<file path="src/logic/mips_config.svh">
`ifndef MIPS_CONFIG_SVH
`define MIPS_CONFIG_SVH

// ----------------------------------------------------------------------
// Datapath sizes
// ----------------------------------------------------------------------
`define NB_DATA         32  // Data word width
`define NB_REG_ADDRESS  5   // Register index width
`define N_REGS          32  // Registers in the bank

// Instruction field widths
`define NB_OP_FIELD     6   // Opcode and function fields
`define NB_SHAMT        5   // Shift amount
`define NB_IMMEDIATE    16  // I-type immediate

`endif
</file>
<file path="src/logic/mips_isa_pkg.sv">
`default_nettype none

`include "mips_config.svh"

package mips_isa_pkg;

    typedef logic [`NB_DATA-1:0]        data_t;      // One data word
    typedef logic [`NB_REG_ADDRESS-1:0] reg_addr_t;  // Register index

    // ----------------------------------------------------------------------
    // Opcode and function encodings
    // ----------------------------------------------------------------------
    typedef enum logic [`NB_OP_FIELD-1:0] {
        OP_RTYPE = 6'h00,   // Function field selects the operation
        OP_ADDIU = 6'h09,
        OP_SLTI  = 6'h0A,
        OP_SLTIU = 6'h0B,
        OP_ANDI  = 6'h0C,
        OP_ORI   = 6'h0D,
        OP_XORI  = 6'h0E,
        OP_LUI   = 6'h0F
    } opcode_e;

    typedef enum logic [`NB_OP_FIELD-1:0] {
        FN_SLL  = 6'h00,
        FN_SRL  = 6'h02,
        FN_SRA  = 6'h03,
        FN_ADDU = 6'h21,
        FN_SUBU = 6'h23,
        FN_AND  = 6'h24,
        FN_OR   = 6'h25,
        FN_XOR  = 6'h26,
        FN_NOR  = 6'h27,
        FN_SLT  = 6'h2A,
        FN_SLTU = 6'h2B
    } funct_e;

    // ----------------------------------------------------------------------
    // Instruction layouts, both 32 bits wide
    // ----------------------------------------------------------------------
    typedef struct packed {
        opcode_e                     op;
        reg_addr_t                   rs;
        reg_addr_t                   rt;
        reg_addr_t                   rd;     // Destination of R-type
        logic [`NB_SHAMT-1:0]        shamt;
        funct_e                      funct;
    } instr_r_t;

    typedef struct packed {
        opcode_e                     op;
        reg_addr_t                   rs;
        reg_addr_t                   rt;     // Destination of I-type
        logic [`NB_IMMEDIATE-1:0]    imm;
    } instr_i_t;

endpackage

`default_nettype wire

</file>
<file path="src/logic/mips_pipe_pkg.sv">
`default_nettype none

`include "mips_config.svh"

package mips_pipe_pkg;

    // ----------------------------------------------------------------------
    // Execute stage operation selects
    // ----------------------------------------------------------------------
    typedef enum logic [2:0] {
        ALU_ADD,
        ALU_SUB,
        ALU_AND,
        ALU_OR,
        ALU_XOR,
        ALU_NOR,
        ALU_SLT,    // Signed compare
        ALU_SLTU    // Unsigned compare
    } alu_op_e;

    typedef enum logic [1:0] {
        SH_NONE,    // Result comes from the ALU
        SH_SLL,
        SH_SRL,
        SH_SRA
    } shift_e;

    typedef enum logic [1:0] {
        EXT_SIGN,
        EXT_ZERO,
        EXT_UPPER   // Immediate placed in the high half
    } imm_ext_e;

    // Decoded control, carried through ID/EX
    typedef struct packed {
        alu_op_e  alu_op;
        shift_e   shift;
        logic     alu_src_imm;  // Operand B from the immediate
        imm_ext_e imm_ext;
        logic     reg_dst_rd;   // Write rd instead of rt
        logic     reg_write;
    } ctrl_t;

    // Register read data for rs and rt
    typedef struct packed {
        mips_isa_pkg::data_t ra;
        mips_isa_pkg::data_t rb;
    } operands_t;

    // One register write
    typedef struct packed {
        mips_isa_pkg::reg_addr_t addr;
        mips_isa_pkg::data_t     data;
    } wb_t;

endpackage

`default_nettype wire

</file>
<file path="src/logic/mips_core.sv">
`default_nettype none

module mips_core (
    input  logic                 i_clock,
    input  logic                 i_arst_n,
    input  logic                 i_instr_valid,  // One strobe per instruction
    input  mips_isa_pkg::data_t  i_instr,
    output logic                 o_wb_valid,     // Result strobe, two cycles later
    output mips_pipe_pkg::wb_t   o_wb
);

    mips_pipe_pkg::operands_t operands;          // rs and rt read data
    mips_pipe_pkg::ctrl_t     ctrl;              // Decoded control
    logic                     ex_fwd_valid;
    mips_pipe_pkg::wb_t       ex_fwd;            // Execute result back to register read

    // ----------------------------------------------------------------------
    // Register read and decode, side by side on the incoming word
    // ----------------------------------------------------------------------
    register_bank u_register_bank (
        .i_clock        (i_clock),
        .i_arst_n       (i_arst_n),
        .i_instr        (i_instr),
        .i_ex_fwd_valid (ex_fwd_valid),
        .i_ex_fwd       (ex_fwd),
        .i_wb_valid     (o_wb_valid),            // Write port fed by write-back
        .i_wb           (o_wb),
        .o_operands     (operands)
    );

    control_unit u_control_unit (
        .i_instr (i_instr),
        .o_ctrl  (ctrl)
    );

    // ----------------------------------------------------------------------
    // Execute and write-back
    // ----------------------------------------------------------------------
    execution u_execution (
        .i_clock        (i_clock),
        .i_arst_n       (i_arst_n),
        .i_instr_valid  (i_instr_valid),
        .i_instr        (i_instr),
        .i_operands     (operands),
        .i_ctrl         (ctrl),
        .o_ex_fwd_valid (ex_fwd_valid),
        .o_ex_fwd       (ex_fwd),
        .o_wb_valid     (o_wb_valid),
        .o_wb           (o_wb)
    );

endmodule

`default_nettype wire

</file>
<file path="src/logic/execution.sv">
`default_nettype none

`include "mips_config.svh"

module execution (
    input  logic                      i_clock,
    input  logic                      i_arst_n,
    input  logic                      i_instr_valid,     // One cycle strobe
    input  mips_isa_pkg::instr_i_t    i_instr,
    input  mips_pipe_pkg::operands_t  i_operands,
    input  mips_pipe_pkg::ctrl_t      i_ctrl,
    output logic                      o_ex_fwd_valid,    // Execute result is a register write
    output mips_pipe_pkg::wb_t        o_ex_fwd,
    output logic                      o_wb_valid,
    output mips_pipe_pkg::wb_t        o_wb
);

    logic                      id_ex_valid;
    mips_isa_pkg::instr_i_t    id_ex_instr;
    mips_isa_pkg::instr_r_t    id_ex_instr_r;   // Same bits seen in R layout
    mips_pipe_pkg::operands_t  id_ex_ops;
    mips_pipe_pkg::ctrl_t      id_ex_ctrl;
    mips_isa_pkg::data_t       imm_ext;
    mips_isa_pkg::data_t       op_a;
    mips_isa_pkg::data_t       op_b;
    mips_isa_pkg::data_t       alu_res;
    mips_isa_pkg::data_t       result;

    // ----------------------------------------------------------------------
    // ID/EX register
    // ----------------------------------------------------------------------
    always_ff @(posedge i_clock or negedge i_arst_n) begin
        if (!i_arst_n) id_ex_valid <= 1'b0;
        else           id_ex_valid <= i_instr_valid && i_ctrl.reg_write;  // Drops non-writers
    end

    always_ff @(posedge i_clock) begin
        if (i_instr_valid) begin
            id_ex_instr <= i_instr;
            id_ex_ops   <= i_operands;
            id_ex_ctrl  <= i_ctrl;
        end
    end

    assign id_ex_instr_r = id_ex_instr;         // For rd and shamt

    // ----------------------------------------------------------------------
    // Operand select and ALU
    // ----------------------------------------------------------------------
    always_comb begin
        case (id_ex_ctrl.imm_ext)
            mips_pipe_pkg::EXT_ZERO:  imm_ext = {{(`NB_DATA-`NB_IMMEDIATE){1'b0}}, id_ex_instr.imm};
            mips_pipe_pkg::EXT_UPPER: imm_ext = {id_ex_instr.imm, {(`NB_DATA-`NB_IMMEDIATE){1'b0}}};
            default: imm_ext = {{(`NB_DATA-`NB_IMMEDIATE){id_ex_instr.imm[`NB_IMMEDIATE-1]}},
                                id_ex_instr.imm};                      // Sign extension
        endcase
    end

    // LUI ignores rs
    assign op_a = (id_ex_ctrl.imm_ext == mips_pipe_pkg::EXT_UPPER) ? '0 : id_ex_ops.ra;
    assign op_b = id_ex_ctrl.alu_src_imm ? imm_ext : id_ex_ops.rb;

    always_comb begin
        alu_res = '0;
        case (id_ex_ctrl.alu_op)
            mips_pipe_pkg::ALU_ADD:  alu_res = op_a + op_b;           // Wraps mod 2^32
            mips_pipe_pkg::ALU_SUB:  alu_res = op_a - op_b;
            mips_pipe_pkg::ALU_AND:  alu_res = op_a & op_b;
            mips_pipe_pkg::ALU_OR:   alu_res = op_a | op_b;
            mips_pipe_pkg::ALU_XOR:  alu_res = op_a ^ op_b;
            mips_pipe_pkg::ALU_NOR:  alu_res = ~(op_a | op_b);
            mips_pipe_pkg::ALU_SLT:  alu_res[0] = $signed(op_a) < $signed(op_b);
            mips_pipe_pkg::ALU_SLTU: alu_res[0] = op_a < op_b;
            default:                 alu_res = '0;
        endcase
    end

    // Shifts act on rt by shamt
    always_comb begin
        case (id_ex_ctrl.shift)
            mips_pipe_pkg::SH_SLL: result = id_ex_ops.rb << id_ex_instr_r.shamt;
            mips_pipe_pkg::SH_SRL: result = id_ex_ops.rb >> id_ex_instr_r.shamt;
            mips_pipe_pkg::SH_SRA: result = $signed(id_ex_ops.rb) >>> id_ex_instr_r.shamt;
            default:               result = alu_res;
        endcase
    end

    // ----------------------------------------------------------------------
    // Forward path and write-back register
    // ----------------------------------------------------------------------
    assign o_ex_fwd_valid = id_ex_valid;
    assign o_ex_fwd.addr  = id_ex_ctrl.reg_dst_rd ? id_ex_instr_r.rd : id_ex_instr.rt;
    assign o_ex_fwd.data  = result;

    always_ff @(posedge i_clock or negedge i_arst_n) begin
        if (!i_arst_n) o_wb_valid <= 1'b0;
        else           o_wb_valid <= id_ex_valid;
    end

    always_ff @(posedge i_clock) begin
        o_wb <= o_ex_fwd;           // Payload follows the valid bit
    end

endmodule

`default_nettype wire

</file>
<file path="src/logic/control_unit.sv">
`default_nettype none

module control_unit (
    input  mips_isa_pkg::instr_r_t i_instr,
    output mips_pipe_pkg::ctrl_t   o_ctrl
);

    // ----------------------------------------------------------------------
    // Opcode and function decode
    // ----------------------------------------------------------------------
    always_comb begin
        o_ctrl             = '0;                        // Nothing written by default
        o_ctrl.alu_op      = mips_pipe_pkg::ALU_ADD;
        o_ctrl.shift       = mips_pipe_pkg::SH_NONE;
        o_ctrl.imm_ext     = mips_pipe_pkg::EXT_SIGN;

        case (i_instr.op)
            mips_isa_pkg::OP_RTYPE: begin
                o_ctrl.reg_dst_rd = 1'b1;               // R-type writes rd
                o_ctrl.reg_write  = 1'b1;
                case (i_instr.funct)
                    mips_isa_pkg::FN_SLL:  o_ctrl.shift  = mips_pipe_pkg::SH_SLL;
                    mips_isa_pkg::FN_SRL:  o_ctrl.shift  = mips_pipe_pkg::SH_SRL;
                    mips_isa_pkg::FN_SRA:  o_ctrl.shift  = mips_pipe_pkg::SH_SRA;
                    mips_isa_pkg::FN_ADDU: o_ctrl.alu_op = mips_pipe_pkg::ALU_ADD;
                    mips_isa_pkg::FN_SUBU: o_ctrl.alu_op = mips_pipe_pkg::ALU_SUB;
                    mips_isa_pkg::FN_AND:  o_ctrl.alu_op = mips_pipe_pkg::ALU_AND;
                    mips_isa_pkg::FN_OR:   o_ctrl.alu_op = mips_pipe_pkg::ALU_OR;
                    mips_isa_pkg::FN_XOR:  o_ctrl.alu_op = mips_pipe_pkg::ALU_XOR;
                    mips_isa_pkg::FN_NOR:  o_ctrl.alu_op = mips_pipe_pkg::ALU_NOR;
                    mips_isa_pkg::FN_SLT:  o_ctrl.alu_op = mips_pipe_pkg::ALU_SLT;
                    mips_isa_pkg::FN_SLTU: o_ctrl.alu_op = mips_pipe_pkg::ALU_SLTU;
                    default:               o_ctrl.reg_write = 1'b0;  // Unknown function
                endcase
            end

            // I-type keeps reg_dst_rd low so rt is the destination
            mips_isa_pkg::OP_ADDIU: begin
                o_ctrl.alu_src_imm = 1'b1;
                o_ctrl.reg_write   = 1'b1;
            end
            mips_isa_pkg::OP_SLTI: begin
                o_ctrl.alu_op      = mips_pipe_pkg::ALU_SLT;
                o_ctrl.alu_src_imm = 1'b1;
                o_ctrl.reg_write   = 1'b1;
            end
            mips_isa_pkg::OP_SLTIU: begin
                o_ctrl.alu_op      = mips_pipe_pkg::ALU_SLTU;   // Sign extended, compared unsigned
                o_ctrl.alu_src_imm = 1'b1;
                o_ctrl.reg_write   = 1'b1;
            end
            mips_isa_pkg::OP_ANDI: begin
                o_ctrl.alu_op      = mips_pipe_pkg::ALU_AND;
                o_ctrl.alu_src_imm = 1'b1;
                o_ctrl.imm_ext     = mips_pipe_pkg::EXT_ZERO;
                o_ctrl.reg_write   = 1'b1;
            end
            mips_isa_pkg::OP_ORI: begin
                o_ctrl.alu_op      = mips_pipe_pkg::ALU_OR;
                o_ctrl.alu_src_imm = 1'b1;
                o_ctrl.imm_ext     = mips_pipe_pkg::EXT_ZERO;
                o_ctrl.reg_write   = 1'b1;
            end
            mips_isa_pkg::OP_XORI: begin
                o_ctrl.alu_op      = mips_pipe_pkg::ALU_XOR;
                o_ctrl.alu_src_imm = 1'b1;
                o_ctrl.imm_ext     = mips_pipe_pkg::EXT_ZERO;
                o_ctrl.reg_write   = 1'b1;
            end
            mips_isa_pkg::OP_LUI: begin
                o_ctrl.alu_src_imm = 1'b1;                      // Zero plus upper immediate
                o_ctrl.imm_ext     = mips_pipe_pkg::EXT_UPPER;
                o_ctrl.reg_write   = 1'b1;
            end
            default: begin
                o_ctrl.reg_write = 1'b0;                        // Unsupported opcode
            end
        endcase
    end

endmodule

`default_nettype wire

</file>
<file path="src/logic/register_bank.sv">
`default_nettype none

`include "mips_config.svh"

module register_bank (
    input  logic                   i_clock,
    input  logic                   i_arst_n,
    input  mips_isa_pkg::instr_r_t i_instr,         // Instruction being decoded
    input  logic                   i_ex_fwd_valid,  // Execute stage writes a register
    input  mips_pipe_pkg::wb_t     i_ex_fwd,        // Execute stage result
    input  logic                   i_wb_valid,
    input  mips_pipe_pkg::wb_t     i_wb,
    output mips_pipe_pkg::operands_t o_operands
);

    mips_isa_pkg::data_t regs [`N_REGS];

    // ----------------------------------------------------------------------
    // Write port
    // ----------------------------------------------------------------------
    always_ff @(posedge i_clock or negedge i_arst_n) begin
        if (!i_arst_n) begin
            for (int i = 0; i < `N_REGS; i++) begin
                regs[i] <= '0;
            end
        end else if (i_wb_valid && (i_wb.addr != '0)) begin  // r0 stays zero
            regs[i_wb.addr] <= i_wb.data;
        end
    end

    // ----------------------------------------------------------------------
    // Read ports with bypass
    // ----------------------------------------------------------------------
    // Youngest value wins
    // Execute result first, then the write in progress, then the array
    function automatic mips_isa_pkg::data_t read_reg(input mips_isa_pkg::reg_addr_t addr);
        mips_isa_pkg::data_t value;
        if (addr == '0) begin
            value = '0;                                     // Hardwired zero
        end else if (i_ex_fwd_valid && (i_ex_fwd.addr == addr)) begin
            value = i_ex_fwd.data;                          // Forward from execute
        end else if (i_wb_valid && (i_wb.addr == addr)) begin
            value = i_wb.data;                              // Write-through
        end else begin
            value = regs[addr];
        end
        return value;
    endfunction

    always_comb begin
        o_operands.ra = read_reg(i_instr.rs);
        o_operands.rb = read_reg(i_instr.rt);
    end

endmodule

`default_nettype wire

</file>
<file path="config.mk">
export PLATFORM = sky130hd
export DESIGN_NAME = mips_core
export DESIGN_NICKNAME = d
export VERILOG_FILES = /design/src/logic/mips_isa_pkg.sv /design/src/logic/mips_pipe_pkg.sv /design/src/logic/mips_core.sv /design/src/logic/execution.sv /design/src/logic/control_unit.sv /design/src/logic/register_bank.sv
export VERILOG_INCLUDE_DIRS = /design/src /design/src/logic
export SDC_FILE = /design/constraint.sdc
export NUM_CORES = 2
export LEC_CHECK = 0
export BUFFER_PORTS_ARGS = -buffer_cell sky130_fd_sc_hd__buf_4
export CAP_MARGIN = 20
export CORE_UTILIZATION = 35
export CTS_CLUSTER_DIAMETER = 150
export CTS_CLUSTER_SIZE = 28
export DETAILED_ROUTE_END_ITERATION = 10
export HOLD_SLACK_MARGIN = 0.05
export SLEW_MARGIN = 20
export SYNTH_ARGS = -nofsm -noshare
export SYNTH_HDL_FRONTEND = slang
export SYNTH_SLANG_ARGS = --single-unit
</file>
<file path="constraint.sdc">
create_clock -name i_clock -period 5.2 [get_ports i_clock]
set_input_delay 1.56 -clock i_clock [delete_from_list [all_inputs] [get_ports i_clock]]
set_output_delay 1.56 -clock i_clock [all_outputs]
set_load 0.01 [all_outputs]
</file>
## Yosys cells after proc, flatten, opt, wreduce, memory -nomap -nowiden

Index checks and enable logic that the tools add are counted.

- Word-level logic and storage cells: 140
- Input port bits: 35
- Register bits after elaboration: 1157
- Output and inout port bits: 38

- Shift operators: 3
- Reduce and logical (&&, ||, !) cells: 16
- Order comparisons: 6
- Eq/ne operators: 33
- Bitwise logic cells: 7
- Multiplexer cells: 28
- Add/subtract/negate cells: 2

Operators with widths:

| operator | count |
|---|---|
| 1024-bit bitwise mux | 1 |
| 32-bit two-way mux | 11 |
| 32-bit binary-select mux with 5-bit select | 2 |
| 31-bit case mux with 6 select lines | 1 |
| 32-bit demux with 5-bit select | 1 |
| 32-bit case mux with 3 select lines | 1 |
| 32-bit less-than comparator | 2 |
| 32-bit case mux with 2 select lines | 1 |
| 6-bit equality test, second input constant | 8 |
| 6-bit by 4-bit equality test with 1-bit output, second input constant | 7 |
| 32-bit adder | 1 |
| 32-bit bitwise AND | 1 |
| 32-bit NOT | 1 |
| 32-bit OR | 1 |
| 32-bit by 5-bit left shift with 32-bit output | 1 |
| 32-bit by 5-bit right shift with 32-bit output | 1 |
| 32-bit by 5-bit >>> shifter with 32-bit output | 1 |
| 32-bit subtractor | 1 |
| 32-bit XOR | 1 |
| 3-bit case mux with 7 select lines | 1 |
| 5-bit equality test | 4 |
| 6-bit >= comparator, second input constant | 3 |
| 5-bit NOT with 6-bit output | 3 |
| 3-bit case mux with 6 select lines | 1 |
| 21 further kinds | 39 |

## Logic depth before layout (Yosys ltp)

- Depth after elaboration: 8
- Mapped depth: 20
- Depth with buffers taken out: 18

## Modules after synthesis

A second synthesis with hierarchy kept.

- Cells, all modules: 5459
- Area total of the unflattened synthesis: 68796.0 µm²

By module, submodules not included:

| module | cells an instance | area each (µm²) | sequential area each (µm²) | instances |
|---|---|---|---|---|
| register_bank | 3787 | 55355.6 | 25624.6 | 1 |
| execution | 1635 | 13216.4 | 3613.5 | 1 |
| control_unit | 37 | 224.0 | 0.0 | 1 |

## Worst setup path before layout

OpenSTA, ideal clock, no wires.

- Path kind: reg-to-reg
- From: reg u_execution.id_ex_ctrl[3] (netlist bit)
- To: reg u_execution.id_ex_ops[63] (netlist bit) (data pin)
- Stages on the path, launching flop included: 20
- Path slack: 0.812 ns
- Data required time: 4.929 ns
- Path buffers: 3
- Clock period less this slack: 4.388 ns
- Data arrival time: 4.116 ns
- Library setup time: 0.271 ns
- Path through: edfxtp_1 > ha_1 > clkbuf_1 > mux2_2 > nand2_1 > clkbuf_1 > nor2_1 > a21o_1 > ha_1 > clkbuf_1 > nor3_2 > inv_1 > nor3_1 > nand3_1 > o211ai_2 > o41ai_1 > or4b_1 > o21a_1 > a21oi_2 > o22ai_1

- Longest elaborated chain between the ends: 8
- Elaborated cells on any way between the ends: 14
- Those cells by class: add/sub (2); eq/ne (2); mux (6); bitwise (4)

Ends and longest elaborated chain:

| item | line | text |
|---|---|---|
| from (decl) | execution.sv:22 | `mips_pipe_pkg::ctrl_t id_ex_ctrl;` |
| from (signal assigned) | execution.sv:41 | `id_ex_ctrl <= i_ctrl;` |
| parallel branches: the longest is 5 deep, another holds 32-bit subtractor | -- |  |
| 31-bit case mux with 6 select lines * | execution.sv:65 | `case (id_ex_ctrl.alu_op)` |
| 32-bit case mux with 3 select lines * | execution.sv:80 | `case (id_ex_ctrl.shift)` |
| 32-bit two-way mux * | register_bank.sv:40 | `end else if (i_ex_fwd_valid && (i_ex_fwd.addr == addr)) begin` |
| to (signal assigned) | execution.sv:40 | `id_ex_ops <= i_operands;` |
| to (decl) | execution.sv:21 | `mips_pipe_pkg::operands_t id_ex_ops;` |

Mark *: on every way between the ends.
A chain may end at the register's enable or synchronous reset.

## Worst setup path after layout

- From: reg u_execution.id_ex_ctrl[3] (netlist bit)
- To: reg u_execution.id_ex_ops[52] (netlist bit) (data pin)

The elaborated chain is that of the path after synthesis.

==> results.toml <==
[run]
drv_cap = 0

[sta]
slew_headroom_pct = 24.8
setup_tns_ps = 0
rsz0062_at_grt = "no"
hold_ws_ps = 400
setup_violations = 0
drv_slew = 0
min_period_ps = 4970
tightest_slew_ps = 1130
skew_ps = 56.4
fin_crit_sh_pct = 95.5
hold_viol_final = 0
fmaxAchievable_ghz = 0.201

[clock_tree]
worstSkewPairLatency_ps = 740
numCtsBuffers = 49
cts_sinks = 1157
postCtsHoldBufs = 0
tritoncts = "done"
h-tree-depth = 2
cts_setup_buffers = 0
clockBufferDepth = 3
path_clk_slew_ps = 110
cts_resized = 0
root_buffer = "clkbuf_16"

[worst_setup_path]
arrival_ps = 5410
reg2reg_depth = 17
crit_path_start = "u_execution.id_ex_ctrl[3]"
crit_type = "reg -> reg"
rrSetupSlack_ps = 230
crit_fanout = 16
r2r-end = "u_execution.id_ex_ops[52]"
start_kind = "flip-flop"
r2r_start = "u_execution.id_ex_ctrl[3]"
endpoint = "u_execution.id_ex_ops[52]"
cp-end-kind = "flip-flop"
worstPathRequired_ps = 5640

[final_layout]
fillers = 18697
seq_area_um2 = 29200
multi_input_area_um2 = 37500
fin_nets = 5201
layout_common_cells = "dfrtp_1, mux2_2, mux4_2"
area_growth_pct = 8.12
layout-drive-gt1-share_pct = 41.4
layout_commonest_cell = "dfrtp_1"
final_area_um2 = 74900

[yosys]
synth_cell_types = 97
synth_area_um2 = 69300
async_flop_share_pct = 88.7
synthFlopType = "dfrtp_1"
synthCells = 5247
ys_seq_area_share_pct = 42.2
syn_nets = 5390
syn_area_per_cell_um2 = 13.2
synth_warnings = 0
ys_ff_latch = 1157
synth_edf_count = 94

[place]
place_hpwl_um = 146000
io_buffers = 72
globalplace.congestion = 0.999
placed_area_um2 = 73400

[detailed_routing]
dr.first_iter.drc_count = 5260
dr.pass1.iters = 6
vias = 47318
ant_nets = 0
via_per_inst = 6.13
wl_um = 230000
routedWlPerCell_um = 29.8
drc = 0

[global_routing]
grt_overflow = 0
grt_max_degree = 130
grt_pass1_vias = 47533
grt_pass1_wl_um = 336000
track_usage_pct = 22.8
antenna_found_initial = 7

[status]
status = "complete, no violations"

[floorplanning]
die_w_um = 447
die_y_um = 447
core_region_area_um2 = 196000
start_util_pct = 35.4
die_area_um2 = 200000
pin_count = 73
rows = 162

[hold_path]
hold_path_depth = 0
hold_path.startpoint = "u_register_bank.regs[1005]"
hp-class = "reg -> reg"

[pwr]
ir_worst_vdd_mv = 0.359
p_per_area_nw_per_um2 = 257
power_leakage_nw = 33.4
[how the worst min path moves through the flow]
stage / to / slack (ps)
CTS: u_register_bank.regs[1005] / 410
detailed placement: u_register_bank.regs[1000] / 380
global route: u_register_bank.regs[994] / 420
floorplan: u_execution.o_wb_valid / 370
global placement: u_register_bank.regs[992] / 380
finish: u_register_bank.regs[1005] / 400
[worst max-delay path, stage by stage, from the launching register on]
cell,delay [ps]
edfxtp_1,430
ha_1,340
nor2_1,110
nor2_1,50
buf_4,200
a22o_1,230
ha_1,250
fa_1,470
o21ba_1,240
nor4_4,200
o31ai_1,160
a21oi_1,420
nor2_1,160
o41ai_2,400
o221a_2,260
o21ai_1,150
a221oi_2,450
o22ai_1,160
[cells in the mapped netlist (18+ instances only)]
master | count | area share, %
a211oi_1 | 27 | 0.29
a21boi_0 | 19 | 0.21
a21o_1 | 28 | 0.30
a21oi_1 | 209 | 1.5
a22o_1 | 21 | 0.27
a31oi_1 | 19 | 0.17
buf_1 | 90 | 0.49
buf_2 | 87 | 0.63
clkbuf_1 | 348 | 1.9
dfrtp_1 | 1026 | 37
dfxtp_1 | 37 | 1.1
edfxtp_1 | 94 | 4.1
ha_1 | 106 | 1.9
inv_1 | 149 | 0.81
mux2_2 | 1015 | 17
mux2i_1 | 145 | 2.1
mux4_2 | 643 | 21
nand2_1 | 193 | 1.0
nand2b_1 | 37 | 0.33
nand3_1 | 36 | 0.26
nand4_1 | 18 | 0.16
nor2_1 | 243 | 1.3
nor2b_1 | 44 | 0.40
nor3_1 | 28 | 0.20
o211ai_1 | 26 | 0.28
o21ai_0 | 162 | 1.2
o21ai_1 | 19 | 0.14
o221ai_1 | 18 | 0.23
o22ai_1 | 70 | 0.63
xnor2_1 | 21 | 0.27
[cells by family after synthesis]
family	share of synthesized area (%)
fa+ha+maj	1.97
buf+inv	4.05
compound gates	7.20
simple gates	4.50
xor+xnor	0.430
flops	42.2
mux	39.6
[per-stage QoR]
| stage | instances | setup slack, ps | power, mW | util (%) |
|---|---|---|---|---|
| 6_report | 7713 | 234 | 19.2 | 38.2 |
| 5_1_grt | 7712 | 17.8 | 20.0 | 38.2 |
| 4_1_cts | 7712 | 253 | 19.3 | 38.2 |
| 3_5_place_dp | 7631 | 255 | 14.3 | 37.5 |
| 3_3_place_gp | 7630 | 354 | 14.2 | 37.4 |
| 2_1_floorplan | 5247 | 812 | 12.7 | - |
[cell type report]
| cell class | instances | share of cell area (%) |
|---|---|---|
| timing repair buffer | 300 | 3.72 |
| tap | 2624 | 4.38 |
| antenna | 1 | 0.00334 |
| clock buffer | 72 | 1.75 |
| clock inverter | 9 | 0.246 |
| multi-input combinational | 3392 | 50.0 |
| sequential | 1157 | 39.1 |
| inverter | 158 | 0.792 |
[power breakdown]
part           leakage [nW]  total, mW  switching, mW  internal (mW)
combinational          17.2       4.14           2.45           1.68
sequential             15.5       10.1          0.464           9.59
clock                 0.718       5.03           3.12           1.91
total                  33.4       19.2           6.04           13.2
[state kept, by name, indices dropped and copies added (netlist names)]
| name | flops |
|---|---|
| u_execution.id_ex_ctrl | 9 |
| u_execution.id_ex_instr | 21 |
| u_execution.id_ex_ops | 64 |
| u_execution.o_ex_fwd_valid | 1 |
| u_execution.o_wb | 37 |
| u_execution.o_wb_valid | 1 |
| u_register_bank.regs | 1024 |
[layer usage]
layer	routed length [um]	share of wire, %	track usage [%]
met1	95300	41	31.3
met2	109000	47	36.8
met3	17400	7.6	3.55
met4	8530	3.7	7.47
met5	27	0.012	0
No activity file was read; power rests on OpenSTA's default activity.
